[src/design/cpu_defs.svh]
`ifndef CPU_DEFS_SVH
`define CPU_DEFS_SVH

`define WORD_WIDTH 32
`define REG_COUNT 16
`define MEM_DEPTH 512

// Each register field of the IR sits four bits below the previous one
`define OPC_MSB 31
`define RA_MSB (`OPC_MSB - 5)
`define RB_MSB (`RA_MSB - 4)
`define RC_MSB (`RB_MSB - 4)
`define CONST_WIDTH 19

`endif

[src/design/cpuPkg.sv]
`default_nettype none

package cpuPkg;

    typedef enum logic [4:0] {
        ADD,
        SUB,
        AND,
        OR,
        SHR,
        SHRA,
        SHL,
        ROR,
        ROL,
        MUL,
        DIV,
        NEG,
        NOT
    } aluOp_t;

    // Values that can drive the shared bus, in priority order after NONE
    typedef enum logic [2:0] {
        NONE,
        GPR,
        PC,
        MDR,
        ZHIGH,
        ZLOW,
        INPORT,
        CONST
    } busSrc_t;

endpackage

`default_nettype wire

[src/design/busSourcesIf.sv]
`default_nettype none

`include "cpu_defs.svh"

interface busSourcesIf import cpuPkg::*; ();

    logic [`WORD_WIDTH-1:0] regValue;
    logic [`WORD_WIDTH-1:0] constValue;
    logic [`WORD_WIDTH-1:0] pcValue;
    logic [`WORD_WIDTH-1:0] inPortValue;
    logic [`WORD_WIDTH-1:0] mdrValue;
    logic [`WORD_WIDTH-1:0] zHighValue;
    logic [`WORD_WIDTH-1:0] zLowValue;

    // Source currently granted the bus
    busSrc_t selected;

    modport regFile (output regValue, output constValue);
    modport special (output pcValue, output inPortValue);
    modport memory (output mdrValue);
    modport alu (output zHighValue, output zLowValue);
    modport mux (
        input  regValue,
        input  constValue,
        input  pcValue,
        input  inPortValue,
        input  mdrValue,
        input  zHighValue,
        input  zLowValue,
        output selected
    );

endinterface

`default_nettype wire

[src/design/busMux.sv]
`default_nettype none

`include "cpu_defs.svh"

module busMux import cpuPkg::*; (
    input  logic                   gprOut,
    input  logic                   pcOut,
    input  logic                   mdrOut,
    input  logic                   zHighOut,
    input  logic                   zLowOut,
    input  logic                   inPortOut,
    input  logic                   cOut,
    busSourcesIf.mux               src,
    output logic [`WORD_WIDTH-1:0] bus
);

    // Fixed priority in case more than one strobe is high
    always_comb begin
        if (gprOut) begin
            src.selected = GPR;
        end else if (pcOut) begin
            src.selected = PC;
        end else if (mdrOut) begin
            src.selected = MDR;
        end else if (zHighOut) begin
            src.selected = ZHIGH;
        end else if (zLowOut) begin
            src.selected = ZLOW;
        end else if (inPortOut) begin
            src.selected = INPORT;
        end else if (cOut) begin
            src.selected = CONST;
        end else begin
            src.selected = NONE;
        end
    end

    always_comb begin
        case (src.selected)
            GPR:     bus = src.regValue;
            PC:      bus = src.pcValue;
            MDR:     bus = src.mdrValue;
            ZHIGH:   bus = src.zHighValue;
            ZLOW:    bus = src.zLowValue;
            INPORT:  bus = src.inPortValue;
            CONST:   bus = src.constValue;
            default: bus = '0;
        endcase
    end

endmodule

`default_nettype wire

[src/flat_wrapper.sv]
// flat-port wrapper written by rule: the top's interface ports become plain ports
module busMux_flat import cpuPkg::*;
  (gprOut, pcOut, mdrOut, zHighOut, zLowOut, inPortOut, cOut, bus, src_regValue, src_constValue, src_pcValue, src_inPortValue, src_mdrValue, src_zHighValue, src_zLowValue, src_selected);
  busSourcesIf src_i ();
  input  logic gprOut;
  input  logic pcOut;
  input  logic mdrOut;
  input  logic zHighOut;
  input  logic zLowOut;
  input  logic inPortOut;
  input  logic cOut;
  output logic [`WORD_WIDTH-1:0] bus;
  input wire logic [$bits(src_i.regValue)-1:0] src_regValue;
  input wire logic [$bits(src_i.constValue)-1:0] src_constValue;
  input wire logic [$bits(src_i.pcValue)-1:0] src_pcValue;
  input wire logic [$bits(src_i.inPortValue)-1:0] src_inPortValue;
  input wire logic [$bits(src_i.mdrValue)-1:0] src_mdrValue;
  input wire logic [$bits(src_i.zHighValue)-1:0] src_zHighValue;
  input wire logic [$bits(src_i.zLowValue)-1:0] src_zLowValue;
  output wire logic [$bits(src_i.selected)-1:0] src_selected;
  assign src_i.regValue = src_regValue;
  assign src_i.constValue = src_constValue;
  assign src_i.pcValue = src_pcValue;
  assign src_i.inPortValue = src_inPortValue;
  assign src_i.mdrValue = src_mdrValue;
  assign src_i.zHighValue = src_zHighValue;
  assign src_i.zLowValue = src_zLowValue;
  assign src_selected = src_i.selected;
  busMux u_core (.gprOut(gprOut), .pcOut(pcOut), .mdrOut(mdrOut), .zHighOut(zHighOut), .zLowOut(zLowOut), .inPortOut(inPortOut), .cOut(cOut), .src(src_i), .bus(bus));
endmodule
[config.mk]
export PLATFORM = sky130hd
export DESIGN_NAME = busMux_flat
export DESIGN_NICKNAME = d
export VERILOG_FILES = /design/src/design/cpuPkg.sv /design/src/design/busSourcesIf.sv /design/src/design/busMux.sv /design/src/flat_wrapper.sv
export VERILOG_INCLUDE_DIRS = /design/src /design/src/design
export SDC_FILE = /design/constraint.sdc
export NUM_CORES = 1
export LEC_CHECK = 0
export BUFFER_PORTS_ARGS = -buffer_cell sky130_fd_sc_hd__buf_2
export CAP_MARGIN = 20
export CORE_AREA = 2 2 104 106
export DETAILED_ROUTE_END_ITERATION = 10
export DIE_AREA = 0 0 106 108
export GPL_ROUTABILITY_DRIVEN = 1
export GPL_TIMING_DRIVEN = 0
export SLEW_MARGIN = 20
export SYNTH_ARGS = -nofsm -noshare
export SYNTH_HDL_FRONTEND = slang
export SYNTH_SLANG_ARGS = --single-unit
[constraint.sdc]
create_clock -name vclk -period 3
set_input_delay 0.75 -clock vclk [all_inputs]
set_output_delay 0.75 -clock vclk [all_outputs]
set_load 0.005 [all_outputs]
---- Word level (Yosys, flattened, before mapping) ----
Index checks and enable logic that the tools add are counted.
word-level totals
  flip-flop bits (word level) ............. 0
  input port bits ......................... 231
  output and inout port bits .............. 35
  logic and storage cells ................. 15
cells by class
  eq/ne operators ......................... 7
  muxes and demuxes ....................... 8
operator list
  cell                                                              count
  32-bit case mux with 7 select lines                               1
  3-bit two-way mux                                                 7
  3-bit == test (second input constant)                             4
  3-bit by 2-bit == test with 1-bit output (second input constant)  2
  3-bit by 1-bit == test with 1-bit output (second input constant)  1

---- Depth between registers and ports, before layout ----
  depth after elaboration ................. 9
  mapped depth ............................ 7
  gate-level depth less buffers ........... 4

---- Worst setup path before layout ----
OpenSTA, ideal clock, no wires.
  kind .................................... in2out
  start ................................... input zLowOut
  end ..................................... output bus[1]
  arrival time ............................ 1.848 ns
  required time ........................... 2.250 ns
  slack ................................... 0.402 ns
  stages .................................. 7
  path buffers ............................ 3
  cells stage by stage .................... buf_6 > nor4b_2 > and2_1 > buf_4 > buf_6 > a222oi_1 > nand2_1
between the ends
  cells in the longest elaborated chain, start to end .. 7
  elaborated cells between the ends (all ways) .. 13
  those cells by class .................... 7 x eq/ne; 6 x mux
ends and longest elaborated chain
  element                                      line                text
  start, declared                              flat_wrapper.sv:9   input logic zLowOut;
  3-bit two-way mux (*)                        busMux.sv:27        end else if (zLowOut) begin
  3-bit two-way mux (*)                        busMux.sv:25        end else if (zHighOut) begin
  3-bit two-way mux (*)                        busMux.sv:23        end else if (mdrOut) begin
  3-bit two-way mux (*)                        busMux.sv:21        end else if (pcOut) begin
  3-bit two-way mux (*)                        busMux.sv:19        if (gprOut) begin
  3-bit == test, or another cell as far along  busMux.sv:39        case (src.selected)
  32-bit case mux with 7 select lines (*)      busMux.sv:39
  end, declared                                flat_wrapper.sv:12  output logic [`WORD_WIDTH-1:0] bus;
Mark *: on every way between the ends. The rest lies on a longest branch, timed or not.

---- Worst setup path after layout ----
  start ................................... input zHighOut
  end ..................................... output bus[2]
between the ends
  cells in the longest elaborated chain, start to end .. 6
  elaborated cells between the ends (all ways) .. 12
  those cells by class .................... 7 x eq/ne; 5 x mux
ends and longest elaborated chain
  element                                      line               text
  start, declared                              flat_wrapper.sv:8  input logic zHighOut;
  3-bit two-way mux (*)                        busMux.sv:25
  3-bit two-way mux (*)                        busMux.sv:23
  3-bit two-way mux (*)                        busMux.sv:21
  3-bit two-way mux (*)                        busMux.sv:19
  3-bit == test, or another cell as far along  busMux.sv:39
  32-bit case mux with 7 select lines (*)      busMux.sv:39
Marked as above.

==> reports/qor.csv <==
metric,value,unit
Pre-antenna DRT Iters,9,
Max-cap violations,0,
simple-gate share of the synthesized area,0.257,
Max-slew headroom,0.628,
sequential cell count,0,
"Cell Area, Placed",3040,um2
Max Freq,335,MHz
final setup violating endpoints,0,
Syn Nets,456,
post-synthesis compound-gate area fraction,0.623,
total power,0.401,mW
vias in the first global route,3172,
Crit. End Element,output port,
area of the multi-input gates,1390,um2
pins over their slew limit,0,
Mean Syn Cell Area,6.85,um2
sequential area share after synthesis,0,
clock buf count,0,
total placed cells including tap cells,626,
Final Hold Vio Count,0,
die footprint,11400,um2
num rows,37,
mux cell area share after synthesis,0.00649,
Tcrit/Tclk final,0.996,
DR vias,3194,
CP Data Arrival Time,2.24,ns
Buffers on Ports,265,
Leak Pwr,1.61,nW
"most common cell after layout, fill and taps aside",buf_2,
GRT Total Usage,0.169,
CP Launch Point,zHighOut,
most frequent cells in the layout,"271 x buf_2, 59 x a22oi_1, 28 x a222oi_1",
Period minus WS final,2.99,ns
post-synthesis adder-cell area fraction,0,
cell area after layout,3130,um2
Cell Pwr Density,128,nW/um2
Crit Path Class,input port to output port,
setup slack after layout,0.0120,ns
largest net degree at the start of global routing,11,
largest family of logic cells by synthesized area,compound AO/OA/AOI/OAI gates,
synth warn,0,
Worst-Margin Slew,0.559,ns
"Max FO, Critical Path",5,
die height,108,um
Synth Area in XOR/XNOR,0,
nets,727,
CTS Hold Bufs,0,
Peak VDD IR,38.5,uV
DRT Wirelength,10800,um
Cells after Synth,225,
GPL Wtd Cong,0.887,
Area Growth Syn to Fin,103,%
"worst slack, placed",-0.127,ns
outcome,"finished, final reports clean",
WL/cell,17.1,um
register area,0,um2
grt total ovfl,0,
layout cell share with drive strength beyond 1,0.601,
1st-iter DRT viols,305,
post-detail-place hpwl,9140,um
I/O pin count,266,
core area,10200,um2
Filler cells,1164,
Hold WC Path Type,input port to output port,
Non-Filler Instances,631,
# DRC,0,
Final ANT Viol Nets,0,
initial antenna violation count,1,
Starting Density,0.151,
CP Launch Type,input port,
"Req. time, crit path",2.25,ns
first-pass GRT wire length,15600,um
count of cell types in the netlist,35,
netlist area before placement,1540,um2
die width,106,um
worst min-delay path startpoint,src_inPortValue[15],
via/cell ratio,5.06,
RSZ-0062 raised after global routing,yes,
## synth_stat cells (all sizes together)
cell	n	area [um2]
a211o	1	8.76
a21boi	1	7.51
a21oi	6	30.0
a221o	1	10.0
a221oi	2	17.5
a222oi	28	280
a22oi	59	443
and2	1	6.26
and3	1	6.26
buf	21	129
clkbuf	9	33.8
inv	3	11.3
mux2i	1	10.0
nand2	16	60.1
nand2b	1	6.26
nand3	17	85.1
nor2	7	33.8
nor2b	7	43.8
nor3	1	5.00
nor4b	2	30.0
o2111ai	2	17.5
o21ai	7	35.0
o21bai	1	7.51
o22a	8	70.1
o2bb2ai	1	8.76
o311ai	1	8.76
o41ai	1	16.3
or2	18	113
or4	1	7.51
## worst max-delay path, cell delays in order
cell and delay, ns:
buf_2 0.13, or4_1 0.54, buf_6 0.14, nor2_4 0.16, buf_6 0.16, a22oi_1 0.09, nand3_1 0.14, buf_2 0.13
## worst paths after layout
check / to / slack [ns] / cells after the start
worst max-delay path: bus[2] / 0.01 / 8
worst min-delay path: bus[15] / 1.79 / 4
## where the power goes
part	internal [mW]	leakage, nW	total [mW]	switching (mW)
registers	0	0	0	0
logic	0.222	1.61	0.401	0.179
clock network	0.0000000446	0.00000634	0.0000000446	0
## area by class of cell
cell class,instances,share of cell area
multi-input combinational,192,0.443
tap,136,0.0543
antenna,1,0.000799
buffer,30,0.0651
inverter,3,0.00359
timing repair buffer,269,0.433
## cells by family after synthesis
family	Yosys count
AND/OR/NAND/NOR	72
buffers and inverters	33
multiplexers	1
AO/OA/AOI/OAI	119
## metrics by stage
step / util / TNS, ns / hold WS (ns)
floorplan: - / 0 / 1.60
global placement: 0.297 / -1.78 / 1.78
detailed placement: 0.297 / -1.79 / 1.79
CTS: 0.301 / 0 / 1.79
global route: 0.306 / -0.148 / 1.80
finish: 0.306 / 0 / 1.79
## routing by layer
layer | part of all wire | vias to the layer above | wire (um) | global-route usage
li1 | - | 1497 | - | -
met1 | 0.38 | 1448 | 4140 | 0.195
met2 | 0.50 | 231 | 5350 | 0.326
met3 | 0.094 | 18 | 1020 | 0.0151
met4 | 0.028 | 0 | 306 | 0.0545
met5 | 0 | - | 0 | 0
## timing repair
action	CTS	global route
pin swaps	2	2
endpoints found under the setup margin	29	26
resized for setup	11	13
cloned	0	1
setup buffers	0	3
Power figures use the tool's default switching activity.
