<file path="config.mk">
export PLATFORM = sky130hd
export DESIGN_NAME = specialRegisters_flat
export DESIGN_NICKNAME = d
export VERILOG_FILES = /design/src/design/cpuPkg.sv /design/src/design/busSourcesIf.sv /design/src/design/specialRegisters.sv /design/src/flat_wrapper.sv
export VERILOG_INCLUDE_DIRS = /design/src /design/src/design
export SDC_FILE = /design/constraint.sdc
export NUM_CORES = 1
export LEC_CHECK = 0
export ABC_AREA = 0
export ABC_CLOCK_PERIOD_IN_PS = 1900
export BUFFER_PORTS_ARGS = -buffer_cell sky130_fd_sc_hd__buf_2
export CELL_PAD_IN_SITES_DETAIL_PLACEMENT = 1
export CELL_PAD_IN_SITES_GLOBAL_PLACEMENT = 1
export CORE_AREA = 3 3 127 129
export DETAILED_ROUTE_END_ITERATION = 16
export DIE_AREA = 0 0 130 132
export GPL_TIMING_DRIVEN = 0
export PLACE_DENSITY = 0.78
export SETUP_SLACK_MARGIN = 0.02
export SLEW_MARGIN = 20
export SYNTH_ARGS = -nofsm -noshare
export SYNTH_HDL_FRONTEND = slang
export SYNTH_SLANG_ARGS = --single-unit
</file>
<file path="constraint.sdc">
create_clock -name Clock -period 1.9 [get_ports Clock]
set_clock_uncertainty 0.05 [all_clocks]
set_input_delay 0.38 -clock Clock [delete_from_list [all_inputs] [get_ports Clock]]
set_output_delay 0.38 -clock Clock [all_outputs]
set_load 0.01 [all_outputs]
</file>
<file path="src/design/cpu_defs.svh">
`ifndef CPU_DEFS_SVH
`define CPU_DEFS_SVH

`define WORD_WIDTH 32
`define REG_COUNT 16
`define MEM_DEPTH 512

// Each register field of the IR sits four bits below the previous one
`define OPC_MSB 31
`define RA_MSB (`OPC_MSB - 5)
`define RB_MSB (`RA_MSB - 4)
`define RC_MSB (`RB_MSB - 4)
`define CONST_WIDTH 19

`endif

</file>
<file path="src/design/cpuPkg.sv">
`default_nettype none

package cpuPkg;

    typedef enum logic [4:0] {
        ADD,
        SUB,
        AND,
        OR,
        SHR,
        SHRA,
        SHL,
        ROR,
        ROL,
        MUL,
        DIV,
        NEG,
        NOT
    } aluOp_t;

    // Values that can drive the shared bus, in priority order after NONE
    typedef enum logic [2:0] {
        NONE,
        GPR,
        PC,
        MDR,
        ZHIGH,
        ZLOW,
        INPORT,
        CONST
    } busSrc_t;

endpackage

`default_nettype wire

</file>
<file path="src/design/busSourcesIf.sv">
`default_nettype none

`include "cpu_defs.svh"

interface busSourcesIf import cpuPkg::*; ();

    logic [`WORD_WIDTH-1:0] regValue;
    logic [`WORD_WIDTH-1:0] constValue;
    logic [`WORD_WIDTH-1:0] pcValue;
    logic [`WORD_WIDTH-1:0] inPortValue;
    logic [`WORD_WIDTH-1:0] mdrValue;
    logic [`WORD_WIDTH-1:0] zHighValue;
    logic [`WORD_WIDTH-1:0] zLowValue;

    // Source currently granted the bus
    busSrc_t selected;

    modport regFile (output regValue, output constValue);
    modport special (output pcValue, output inPortValue);
    modport memory (output mdrValue);
    modport alu (output zHighValue, output zLowValue);
    modport mux (
        input  regValue,
        input  constValue,
        input  pcValue,
        input  inPortValue,
        input  mdrValue,
        input  zHighValue,
        input  zLowValue,
        output selected
    );

endinterface

`default_nettype wire

</file>
<file path="src/design/specialRegisters.sv">
`default_nettype none

`include "cpu_defs.svh"

module specialRegisters (
    input  logic                   Clock,
    input  logic                   arstN,
    input  logic                   pcIn,
    input  logic                   incPc,
    input  logic                   irIn,
    input  logic                   outPortIn,
    input  logic [`WORD_WIDTH-1:0] bus,
    input  logic [`WORD_WIDTH-1:0] inPortData,
    output logic [`WORD_WIDTH-1:0] outPortData,
    output logic [`WORD_WIDTH-1:0] ir,
    busSourcesIf.special           src
);

    logic [`WORD_WIDTH-1:0] pcReg;
    logic [`WORD_WIDTH-1:0] irReg;
    logic [`WORD_WIDTH-1:0] outPortReg;
    logic [`WORD_WIDTH-1:0] inPortReg;

    always_ff @(posedge Clock or negedge arstN) begin
        if (!arstN) begin
            pcReg      <= '0;
            irReg      <= '0;
            outPortReg <= '0;
        end else begin
            // incPc only matters together with pcIn
            if (pcIn) begin
                pcReg <= incPc ? pcReg + 1'b1 : bus;
            end
            if (irIn) begin
                irReg <= bus;
            end
            if (outPortIn) begin
                outPortReg <= bus;
            end
        end
    end

    // Input port is sampled every cycle
    always_ff @(posedge Clock) begin
        inPortReg <= inPortData;
    end

    assign ir              = irReg;
    assign outPortData     = outPortReg;
    assign src.pcValue     = pcReg;
    assign src.inPortValue = inPortReg;

endmodule

`default_nettype wire

</file>
<file path="src/flat_wrapper.sv">
// flat-port wrapper written by rule: the top's interface ports become plain ports
module specialRegisters_flat 
  (Clock, arstN, pcIn, incPc, irIn, outPortIn, bus, inPortData, outPortData, ir, src_pcValue, src_inPortValue);
  busSourcesIf src_i ();
  input  logic Clock;
  input  logic arstN;
  input  logic pcIn;
  input  logic incPc;
  input  logic irIn;
  input  logic outPortIn;
  input  logic [`WORD_WIDTH-1:0] bus;
  input  logic [`WORD_WIDTH-1:0] inPortData;
  output logic [`WORD_WIDTH-1:0] outPortData;
  output logic [`WORD_WIDTH-1:0] ir;
  output wire logic [$bits(src_i.pcValue)-1:0] src_pcValue;
  output wire logic [$bits(src_i.inPortValue)-1:0] src_inPortValue;
  assign src_pcValue = src_i.pcValue;
  assign src_inPortValue = src_i.inPortValue;
  specialRegisters u_core (.Clock(Clock), .arstN(arstN), .pcIn(pcIn), .incPc(incPc), .irIn(irIn), .outPortIn(outPortIn), .bus(bus), .inPortData(inPortData), .outPortData(outPortData), .ir(ir), .src(src_i));
endmodule
</file>
---- Word-level counts from Yosys, hierarchy flattened ----
Cells that the tools add are included.
Widths: inputs -> output; s select.
word-level totals
  bits in registers ....................... 128
  bits of input ports ..................... 70
operators by class
  add/subtract/negate cells ............... 1
  muxes and demuxes ....................... 1
operator list
  kind                   number
  $add 32x1->32 const B  1
  $mux 32                1

---- Logic depth before layout (Yosys ltp) ----
  depth after elaboration ................. 2
  depth in mapped cells ................... 7

---- Worst setup path after synthesis ----
Ideal clock, no wire load.
  kind .................................... reg2reg
  from .................................... reg u_core.pcReg[0], in the netlist u_core.src.pcValue[0]
  to ...................................... reg u_core.pcReg[26], in the netlist u_core.src.pcValue[26]
  setup time .............................. 0.069 ns
  arrival ................................. 2.079 ns
  required time ........................... 1.781 ns
  path slack .............................. -0.298 ns
  stages on the path, launching flop included .. 8
  path through ............................ dfrtp_1 -> ha_1 -> and4_1 -> buf_6 -> nand4_4 -> or3_4 -> or4_1 -> nand3_1
on the way
  word-level cells in the longest chain between the ends .. 2
RTL lines
  what                    RTL line                text
  from (decl)             specialRegisters.sv:19  logic [`WORD_WIDTH-1:0] pcReg;
  from (signal assigned)  specialRegisters.sv:32  pcReg <= incPc ? pcReg + 1'b1 : bus;
  $add 32x1->32           specialRegisters.sv:32
  $mux 32                 specialRegisters.sv:32
Every way passes these cells.
A chain may end at the register's enable or synchronous reset.

---- Worst setup path in the final report ----
  from .................................... reg u_core.pcReg[1], in the netlist u_core.src.pcValue[1]
  to ...................................... reg u_core.pcReg[25], in the netlist u_core.src.pcValue[25]
The elaborated chain is that of the path after synthesis.

==> metrics.md <==
| Metric | Value |
|---|---|
| Status | finished, violations left |
| Failing checks | setup timing |
| TNS Setup | -1.13 ns |
| Synth area leaders | dfrtp_1, mux2_2, dfxtp_1, a21oi_1, nand2_1 |
| Top post-synthesis cells by count | dfrtp_1, mux2_2, nand2_1, a21oi_1, dfxtp_1 |
| PD cells | 1040 nW/um^2 |
| Post-Route Utilization | 0.512 |
| CP required | 2.16 ns |
| Dpl hpwl | 12300 um |
| # IOs | 198 |
| Avg Cell Area, Syn | 12.2 um^2 |
| Fraction of layout instances using a drive strength above 1 | 0.534 |
| Area Growth Syn to Fin | 51.4% |
| Final setup fails | 10 |
| Maximum VDD drop | 0.607 mV |
| RSZ-0062 raised after global routing | yes |
| Most used DFF post-synth | dfrtp_1 |
| Worst skew pair latency | 0.42 ns |
| CP max stage cell | or3_4 |
| #FFs+latches synth | 128 |
| Full die area | 17200 um^2 |
| Pre-antenna DRT Iters | 4 |
| Site Rows | 45 |
| Cell taking the most area after synthesis | dfrtp_1 |
| Worst Path Arrival | 2.35 ns |
| Antenna cells | 0 |
| FF-to-FF setup slack | -0.19 ns |
| Final worst path period share | 1.10 |
| CP delay by family, top | simple AND/OR/NAND/NOR gates |
| GRT overflow | 0 |
| Lkg Pwr | 3.50 nW |
| Hold WC Path Type | in -> reg |
| Fin nets | 758 |
| Initial antenna violation count | 0 |
| Largest net degree at the start of global routing | 78 |
| Final worst slack | -0.188 ns |
| H-tree Lvls | 4 |
| Drt initial violations | 210 |
| Core area | 15100 um^2 |
| Via count | 4695 |
| DRC | 0 |
| CTS Buffer Depth | 2 |
| Crit path kind | reg -> reg |
| Peak Freq | 0.479 GHz |
| Setup crit end kind | flop |
| Hold_ws | 0.0166 ns |
| Sequential cell area fraction in the yosys report | 0.594 |
| Worst path max stage delay | 0.41 ns |
| Per-cell routed wire length | 21.0 um |
| Final max-slew violation count | 0 |
| Crit path max fanout | 4 |
| Fin. Hold Viols | 0 |
| Num CTS Buffers | 17 |
| Ys Warns | 0 |
| Post-Syn Area | 5120 um^2 |
| Most common cell in the synthesized netlist | dfrtp_1 |
| Post-synth top area share | 0.469 |
| Initial cell density of the core | 0.338 |
| Clock-pin slew on the worst setup and hold paths | 0.06 ns |
| Worst path cell trace | buf_4 > and4_1 > buf_6 > nand2_2 > or3_4 > nor3_2 > mux2_2 |
| Final ANT Viol Nets | 0 |
| CP Buf/Inv Count | 2 |
| Final Critical Period | 2.09 ns |
| Total of max-cap violations | 0 |
| Die height | 132 um |
| Clock Sinks | 128 |
| Slew HR | 0.462 |
| CP Launch Type | flop |
| Syn nets | 490 |
| Root buf cell | clkbuf_16 |
| Post-synth EDFFs | 0 |
| Post-synth cell types | 41 |
| Avg Vias per Cell | 5.29 |
| Die width | 130 um |
| Routed WL | 18700 um |
| First-pass GRT wire length | 28200 um |
| Mapped Cells | 419 |
| CTS tree | built |
| Vias in the first global route | 5065 |
| Least-Margin Pin Slew | 0.807 ns |
| Routability cong. | 0.803 |
| Tot GR Track Use | 0.214 |
| Asr flop ratio synth | 0.750 |
| # port buffers | 195 |
==> metal layers <==
metal,vias up,track usage,wire length (um)
li1,2076,-,-
met1,2370,0.255,7310
met2,218,0.365,9550
met3,31,0.0669,1460
met4,0,0.0699,348
met5,-,0,0
==> worst register-to-register path, cell delays in order, from the launching register on <==
cell	delay, ns
dfrtp_1	0.40
buf_4	0.14
and4_1	0.21
buf_6	0.13
nand2_2	0.07
or3_4	0.41
nor3_2	0.21
mux2_2	0.35
==> cells in the final DEF, fill, tap and decap left out, types with 10 or more instances in the layout <==
| cell | instances |
|---|---|
| a21oi_1 | 34 |
| buf_2 | 194 |
| buf_4 | 19 |
| clkbuf_1 | 13 |
| clkbuf_16 | 20 |
| dfrtp_1 | 91 |
| dfxtp_1 | 32 |
| dlygate4sd3_1 | 30 |
| mux2_2 | 65 |
| nand2_1 | 38 |
| nand3_1 | 10 |
| o21ai_0 | 13 |
==> worst paths after layout <==
check	from	end	cells past startpoint
min in group asynchronous	arstN	u_core.outPortData[30]	2
hold reg to reg	u_core.outPortData[28]	u_core.outPortData[28]	1
setup / recovery	u_core.src.pcValue[1]	u_core.src.pcValue[25]	7
hold / removal	inPortData[4]	u_core.src.inPortValue[4]	1
max in group asynchronous	arstN	u_core.src.pcValue[9]	3
setup reg to reg	u_core.src.pcValue[1]	u_core.src.pcValue[25]	7
==> power by group <==
part           internal (mW)  leakage (nW)  switching (mW)
Clock                   1.95         0.302            1.36
Combinational          0.676          1.83           0.777
Sequential              2.99          1.37           0.265
Total                   5.62          3.50            2.40
==> area by class of cell <==
| class | count | area (um^2) |
|---|---|---|
| Sequential cell | 128 | 3050 |
| Inverter | 3 | 11.3 |
| Clock inverter | 12 | 105 |
| Timing Repair Buffer | 250 | 1520 |
| Multi-Input combinational cell | 261 | 2170 |
| Fill cell | 1616 | 7400 |
| Tap cell | 188 | 235 |
| Buffer | 26 | 160 |
| Clock buffer | 20 | 500 |
==> metrics by stage <==
stage	std cells	setup slack (ns)	area (um^2)	power, mW
finish	888	-0.188	7750	8.02
global route	888	-0.232	7750	8.38
CTS	875	-0.196	7490	7.96
detailed placement	803	-0.359	6380	4.52
global placement	802	-0.725	6350	4.44
floorplan	419	-0.181	5140	3.87
==> registers in the layout (all words and copies together), names as in the netlist <==
signal                  cells
u_core.ir                  32
u_core.outPortData         32
u_core.src.inPortValue     32
u_core.src.pcValue         32
==> cell families (layout without fill, tap and decap cells) <==
family | after synthesis | after routing | share of synthesized area
simple gates | 99 | 99 | 0.103
mux | 72 | 72 | 0.157
buf+inv | 30 | 311 | 0.0337
fa+ha+maj | 1 | 1 | 0.00244
flops | 128 | 128 | 0.594
compound gates | 89 | 89 | 0.110
==> repair_timing <==
action	CTS	global route
cloned	0	0
setup buffers	15	9
gates resized for setup	26	30
endpoints found under the hold margin	43	5
pin swaps	10	11
hold buffers	25	5
endpoints found under the setup margin	13	19
No activity file was read; power rests on OpenSTA's default activity.
