[config.mk]
export PLATFORM = sky130hd
export DESIGN_NAME = registerFile_flat
export DESIGN_NICKNAME = d
export VERILOG_FILES = /design/src/design/cpuPkg.sv /design/src/design/busSourcesIf.sv /design/src/design/registerFile.sv /design/src/flat_wrapper.sv
export VERILOG_INCLUDE_DIRS = /design/src /design/src/design
export SDC_FILE = /design/constraint.sdc
export NUM_CORES = 1
export LEC_CHECK = 0
export CORE_MARGIN = 2
export CORE_UTILIZATION = 45
export DETAILED_ROUTE_END_ITERATION = 12
export DONT_BUFFER_PORTS = 1
export RECOVER_POWER = 50
export SKIP_LAST_GASP = 1
export SLEW_MARGIN = 5
export SYNTH_ARGS = -nofsm -noshare
export SYNTH_HDL_FRONTEND = slang
export SYNTH_SLANG_ARGS = --single-unit
[constraint.sdc]
create_clock -name Clock -period 7.75 [get_ports Clock]
set_input_delay 1.55 -clock Clock [delete_from_list [all_inputs] [get_ports Clock]]
set_output_delay 1.55 -clock Clock [all_outputs]
set_load 0.03 [all_outputs]
[src/design/cpu_defs.svh]
`ifndef CPU_DEFS_SVH
`define CPU_DEFS_SVH

`define WORD_WIDTH 32
`define REG_COUNT 16
`define MEM_DEPTH 512

// Each register field of the IR sits four bits below the previous one
`define OPC_MSB 31
`define RA_MSB (`OPC_MSB - 5)
`define RB_MSB (`RA_MSB - 4)
`define RC_MSB (`RB_MSB - 4)
`define CONST_WIDTH 19

`endif

[src/design/cpuPkg.sv]
`default_nettype none

package cpuPkg;

    typedef enum logic [4:0] {
        ADD,
        SUB,
        AND,
        OR,
        SHR,
        SHRA,
        SHL,
        ROR,
        ROL,
        MUL,
        DIV,
        NEG,
        NOT
    } aluOp_t;

    // Values that can drive the shared bus, in priority order after NONE
    typedef enum logic [2:0] {
        NONE,
        GPR,
        PC,
        MDR,
        ZHIGH,
        ZLOW,
        INPORT,
        CONST
    } busSrc_t;

endpackage

`default_nettype wire

[src/design/busSourcesIf.sv]
`default_nettype none

`include "cpu_defs.svh"

interface busSourcesIf import cpuPkg::*; ();

    logic [`WORD_WIDTH-1:0] regValue;
    logic [`WORD_WIDTH-1:0] constValue;
    logic [`WORD_WIDTH-1:0] pcValue;
    logic [`WORD_WIDTH-1:0] inPortValue;
    logic [`WORD_WIDTH-1:0] mdrValue;
    logic [`WORD_WIDTH-1:0] zHighValue;
    logic [`WORD_WIDTH-1:0] zLowValue;

    // Source currently granted the bus
    busSrc_t selected;

    modport regFile (output regValue, output constValue);
    modport special (output pcValue, output inPortValue);
    modport memory (output mdrValue);
    modport alu (output zHighValue, output zLowValue);
    modport mux (
        input  regValue,
        input  constValue,
        input  pcValue,
        input  inPortValue,
        input  mdrValue,
        input  zHighValue,
        input  zLowValue,
        output selected
    );

endinterface

`default_nettype wire

[src/design/registerFile.sv]
`default_nettype none

`include "cpu_defs.svh"

module registerFile (
    input  logic                   Clock,
    input  logic                   arstN,
    input  logic [`WORD_WIDTH-1:0] bus,
    input  logic [`WORD_WIDTH-1:0] ir,
    input  logic                   gra,
    input  logic                   grb,
    input  logic                   grc,
    input  logic                   rIn,
    input  logic                   rOut,
    input  logic                   baOut,
    busSourcesIf.regFile           src
);

    localparam int IdxWidth = $clog2(`REG_COUNT);

    logic [`WORD_WIDTH-1:0] regs [`REG_COUNT];
    logic [IdxWidth-1:0]    regSel;
    logic [`REG_COUNT-1:0]  regLoad;

    // Gated IR fields are ORed, so only one of gra/grb/grc should be high
    always_comb begin
        regSel = ({IdxWidth{gra}} & ir[`RA_MSB -: IdxWidth])
               | ({IdxWidth{grb}} & ir[`RB_MSB -: IdxWidth])
               | ({IdxWidth{grc}} & ir[`RC_MSB -: IdxWidth]);
    end

    // Decode the index into one-hot load enables
    always_comb begin
        regLoad = '0;
        regLoad[regSel] = rIn;
    end

    always_ff @(posedge Clock or negedge arstN) begin
        if (!arstN) begin
            for (int i = 0; i < `REG_COUNT; i++) begin
                regs[i] <= '0;
            end
        end else begin
            for (int i = 0; i < `REG_COUNT; i++) begin
                if (regLoad[i]) begin
                    regs[i] <= bus;
                end
            end
        end
    end

    // R0 reads as zero when used as a base address
    always_comb begin
        if (baOut && regSel == '0) begin
            src.regValue = '0;
        end else if (rOut || baOut) begin
            src.regValue = regs[regSel];
        end else begin
            src.regValue = '0;
        end
    end

    assign src.constValue = {{(`WORD_WIDTH - `CONST_WIDTH){ir[`CONST_WIDTH-1]}},
                             ir[`CONST_WIDTH-1:0]};

endmodule

`default_nettype wire

[src/flat_wrapper.sv]
// flat-port wrapper written by rule: the top's interface ports become plain ports
module registerFile_flat 
  (Clock, arstN, bus, ir, gra, grb, grc, rIn, rOut, baOut, src_regValue, src_constValue);
  busSourcesIf src_i ();
  input  logic Clock;
  input  logic arstN;
  input  logic [`WORD_WIDTH-1:0] bus;
  input  logic [`WORD_WIDTH-1:0] ir;
  input  logic gra;
  input  logic grb;
  input  logic grc;
  input  logic rIn;
  input  logic rOut;
  input  logic baOut;
  output wire logic [$bits(src_i.regValue)-1:0] src_regValue;
  output wire logic [$bits(src_i.constValue)-1:0] src_constValue;
  assign src_regValue = src_i.regValue;
  assign src_constValue = src_i.constValue;
  registerFile u_core (.Clock(Clock), .arstN(arstN), .bus(bus), .ir(ir), .gra(gra), .grb(grb), .grc(grc), .rIn(rIn), .rOut(rOut), .baOut(baOut), .src(src_i));
endmodule
After elaboration in Yosys (flattened, before gate mapping)
Cells that the tools add are included.
Word-level totals
  register bits after elaboration: 512
  input bits: 72
  output and inout port bits: 64
  logic and storage cells: 37
Cells by class
  $lt $le $gt $ge: 3
  muxes and demuxes: 7
  bitwise operators: 7
  reduce and logical (&&, ||, !) cells: 4
Operators with widths (count)
  binary-select mux 32 bit (select 4 bit): 1
  2-to-1 mux 32 bit: 4
  AND 16 bit: 1
  AND 4 bit: 3
  bitwise OR 4 bit: 2
  greater-or-equal comparator 5 bit (second input constant): 1
  < comparator 4 x 5 -> 1 bit (second input constant): 1
  inverter 4 -> 5 bit: 1
  demux 1 bit (select 4 bit): 1
  greater-or-equal comparator 4 x 1 -> 1 bit (second input constant): 1
  zero test 4 bit: 1
  logical AND 1 bit: 2
  logical OR 1 bit: 1
  2-to-1 mux 1 bit: 1

Longest topological paths before layout
  depth in word-level cells: 9
  mapped depth: 9
  depth with buffers taken out: 5

Least setup slack after synthesis
No wires, ideal clock.
  path kind: input -> output
  start: input port gra
  end: output port src_regValue[19]
  data arrival time: 3784 ps
  data required time: 6200 ps
  setup slack: 2416 ps
  cell stages on the path: 8
  path buffers: 3
  path through: a222oi_1 clkbuf_1 clkbuf_1 clkbuf_1 a21oi_1 a221oi_1 a211oi_1 nor3_1
Between the ends
  cells in the longest elaborated chain, start to end: 9
  elaborated cells between the ends (all ways): 11
  classes of those cells: mux (5); bitwise (4); reduce/logical (2)
RTL lines
  start: declaration: RTL line flat_wrapper.sv:9  | input logic gra;
  AND 4 bit *: RTL line registerFile.sv:27  | regSel = ({IdxWidth{gra}} & ir[`RA_MSB -: IdxWidth])
  bitwise OR 4 bit * (2 in a row): RTL line registerFile.sv:27
  inverter 4 -> 5 bit (not written as such): RTL line registerFile.sv:57  | src.regValue = regs[regSel];
  binary-select mux 32 bit (select 4 bit): RTL line registerFile.sv:57
  2-to-1 mux 32 bit (not written as such) (2 in a row): RTL line registerFile.sv:57
  2-to-1 mux 32 bit: RTL line registerFile.sv:56  | end else if (rOut || baOut) begin
  2-to-1 mux 32 bit *: RTL line registerFile.sv:54  | if (baOut && regSel == '0) begin
  end: declaration: RTL line flat_wrapper.sv:15  | output wire logic [$bits(src_i.regValue)-1:0] src_regValue;
Mark *: on every way between the ends. The rest lies on a longest branch, timed or not. The select of a mux whose other input is x is not followed.

Worst setup path in the final report
  start: input port grc
  end: output port src_regValue[0]
Between the ends
  cells in the longest elaborated chain, start to end: 8
  elaborated cells between the ends (all ways): 10
  classes of those cells: mux (5); bitwise (3); reduce/logical (2)
RTL lines
  start: declaration: RTL line flat_wrapper.sv:11  | input logic grc;
  AND 4 bit *: RTL line registerFile.sv:29  | | ({IdxWidth{grc}} & ir[`RC_MSB -: IdxWidth]);
  bitwise OR 4 bit *: RTL line registerFile.sv:27
  inverter 4 -> 5 bit (not written as such): RTL line registerFile.sv:57
  binary-select mux 32 bit (select 4 bit): RTL line registerFile.sv:57
  2-to-1 mux 32 bit (not written as such) (2 in a row): RTL line registerFile.sv:57
  2-to-1 mux 32 bit: RTL line registerFile.sv:56
  2-to-1 mux 32 bit *: RTL line registerFile.sv:54
Marked as above.

==> flow_summary.json <==
{
  "grt_use_met2_pct": 35.3,
  "synthDistinctLibCells": 27,
  "setup_viol": 0,
  "cts_setup_buffers": 0,
  "grt_max_degree": 513,
  "tritoncts": "yes",
  "num_vias": 14800,
  "wire_per_inst_um": 22.9,
  "cts_root_buffer": "clkbuf_16",
  "powerDensity_nw_per_um2": 319,
  "wirelength_um": 57800,
  "antenna_found_initial": 0,
  "p_sw_share_pct": 26.4,
  "top_regs": "u_core.regs (512)",
  "synth_nets": 1949,
  "diodes": 0,
  "grt_use_met1_pct": 28.1,
  "dp_hpwl_um": 32100,
  "grt_usage_pct": 20.9,
  "first_global_vias": 15200,
  "start_util_pct": 45.7,
  "netlist_area_sq_um": 24100,
  "final_cells": 2519,
  "tns_ps": 0,
  "hold_depth": 1,
  "place_area_sq_um": 24600,
  "busiest_layer": "met2",
  "cts_buffers": 55,
  "dp.cells": 2421,
  "slew_headroom_pct": -94.4,
  "layout_commonest_cell": "dfrtp_1",
  "rsz0062_at_grt": "false",
  "rrSetupSlack_ps": 6940,
  "clk_pin_slew_ps": 50,
  "area_growth_pct": 9.80,
  "port_buffers": 0,
  "status": "finished, violations left",
  "gp_congestion": 0.720,
  "ctsHoldBuffers": 0,
  "syn_avg_cell_area_sq_um": 12.8,
  "synth_seq_area_share_pct": 53.2,
  "regMostFlops": "u_core.regs",
  "period_share_pct": 79.1,
  "core_region_area_sq_um": 52800,
  "seqPwrFrac_pct": 47.4,
  "first_pass_iters": 5,
  "hold_viol_final": 0,
  "fin_area_sq_um": 26500,
  "die_x_um": 235,
  "rows": 84,
  "rr_worst_depth": 1,
  "drv_cap": 1,
  "path_max_fanout": 110,
  "worst_pin_slew_ps": 2920,
  "required_ps": 6200,
  "die-area_sq_um": 55400,
  "ctsResizeCount": 0,
  "skew_ps": 0,
  "drt_iter0_drc": 1175,
  "drive_gt1_share_pct": 35.1,
  "hold_path.class": "flip-flop to flip-flop",
  "finalNetCount": 1862,
  "hold-worst-slack_ps": 493,
  "drv_slew": 367,
  "min_period_ps": 6130,
  "io_pins": 136,
  "path_class": "input pin to primary output",
  "largest_reg_flops": 512,
  "most-common-layout-cells": "dfrtp_1 (512), mux2_2 (477), a21oi_1 (129)",
  "ys_warn_count": 0,
  "cp-start-kind": "input pin",
  "synth_area_leaders": "dfrtp_1 (53%), mux2_2 (22%), mux2i_1 (5.3%)",
  "ys_seq_elements": 512,
  "synth.top_cell.area_share_pct": 53.2,
  "vias_per_cell": 5.87,
  "clkSinkCount": 512,
  "clockBufferDepth": 3,
  "pre_cts_ws_ps": 1680,
  "worst_slack_ps": 1620,
  "drcViolationCount": 0,
  "crit_path_end_kind": "primary output",
  "grt_first_pass_wirelength_um": 90400,
  "synth_largest_area_cell": "dfrtp_1",
  "vdd_drop_max_mv": 0.160,
  "power.leakage_nw": 11.4,
  "grt.met3_usage_pct": 3.78,
  "clk_latency_ps": 600,
  "violations": "capacitance limit, slew limit",
  "clkPwrFrac_pct": 31.8,
  "combPwrFrac_pct": 20.8,
  "fmax_mhz": 163,
  "worstPathArrival_ps": 4580,
  "netlist_instances": 1877,
  "ant_nets": 0,
  "overflow": 0,
  "cts_max_level": 2,
  "internal_power_mw": 6.22,
  "power_switching_mw": 2.23,
  "fp.dieH_um": 235
}
cell usage after synthesis (all sizes together):
| cell type | number |
|---|---|
| a211o | 2 |
| a211oi | 32 |
| a21o | 2 |
| a21oi | 129 |
| a221oi | 31 |
| a222oi | 4 |
| a22oi | 95 |
| a31oi | 1 |
| and2 | 1 |
| buf | 103 |
| clkbuf | 104 |
| dfrtp | 512 |
| mux2 | 512 |
| mux2i | 128 |
| nand2 | 9 |
| nand2b | 126 |
| nand3 | 2 |
| nand4 | 4 |
| nor2 | 7 |
| nor3 | 38 |
| o21ai | 1 |
| o22ai | 31 |
| or2 | 1 |
| or4b | 2 |
power groups by stage:
stage	combinational [mW]	sequential [mW]	clock (mW)
2_1_floorplan	1.51	3.92	0
3_3_place_gp	1.71	3.98	0
3_5_place_dp	1.77	4.05	0
4_1_cts	1.78	4.00	2.76
5_1_grt	1.93	4.12	2.86
6_report	1.76	4.00	2.69
through the flow:
step | power [mW] | util (%)
2_1_floorplan | 5.43 | -
3_3_place_gp | 5.70 | 46.6
3_5_place_dp | 5.82 | 46.6
4_1_cts | 8.53 | 50.1
5_1_grt | 8.91 | 50.1
6_report | 8.45 | 50.1
routing by layer:
metal | wire (um) | share of wire, %
met5 | 0 | 0
met4 | 1050 | 1.8
met3 | 2280 | 3.9
met2 | 28100 | 49
met1 | 26300 | 46
critical path, cell delays in order:
cell	delay (ps)
a222oi_1	700
buf_12	490
buf_4	470
a21oi_1	130
a22oi_1	210
a211oi_1	100
nor3_1	530
buf_4	270
final timing paths:
path                                  start               end
max in group asynchronous             arstN   u_core.regs[58]
setup reg to reg           u_core.regs[391]  u_core.regs[391]
hold reg to reg            u_core.regs[275]  u_core.regs[275]
setup / recovery                        grc   src_regValue[0]
min in group asynchronous             arstN  u_core.regs[227]
hold / removal             u_core.regs[275]  u_core.regs[275]
layout make-up:
cell class	count	area, sq um
fillers	4605	26300
repair buffers	63	532
flip-flops and latches	512	12800
clock inverters	19	253
well taps	688	861
multi-input cells	1158	10400
clock buffers	79	1610
logic make-up (layout without fill, tap and decap cells):
family          Yosys count  count (layout)  synth area share [%]
flops                   512             512                  53.2
buf+inv                 207             161                  4.07
simple gates            190             190                  4.59
mux                     640             640                  29.2
compound gates          328             328                  8.92
(Power assumes the default switching activity.)
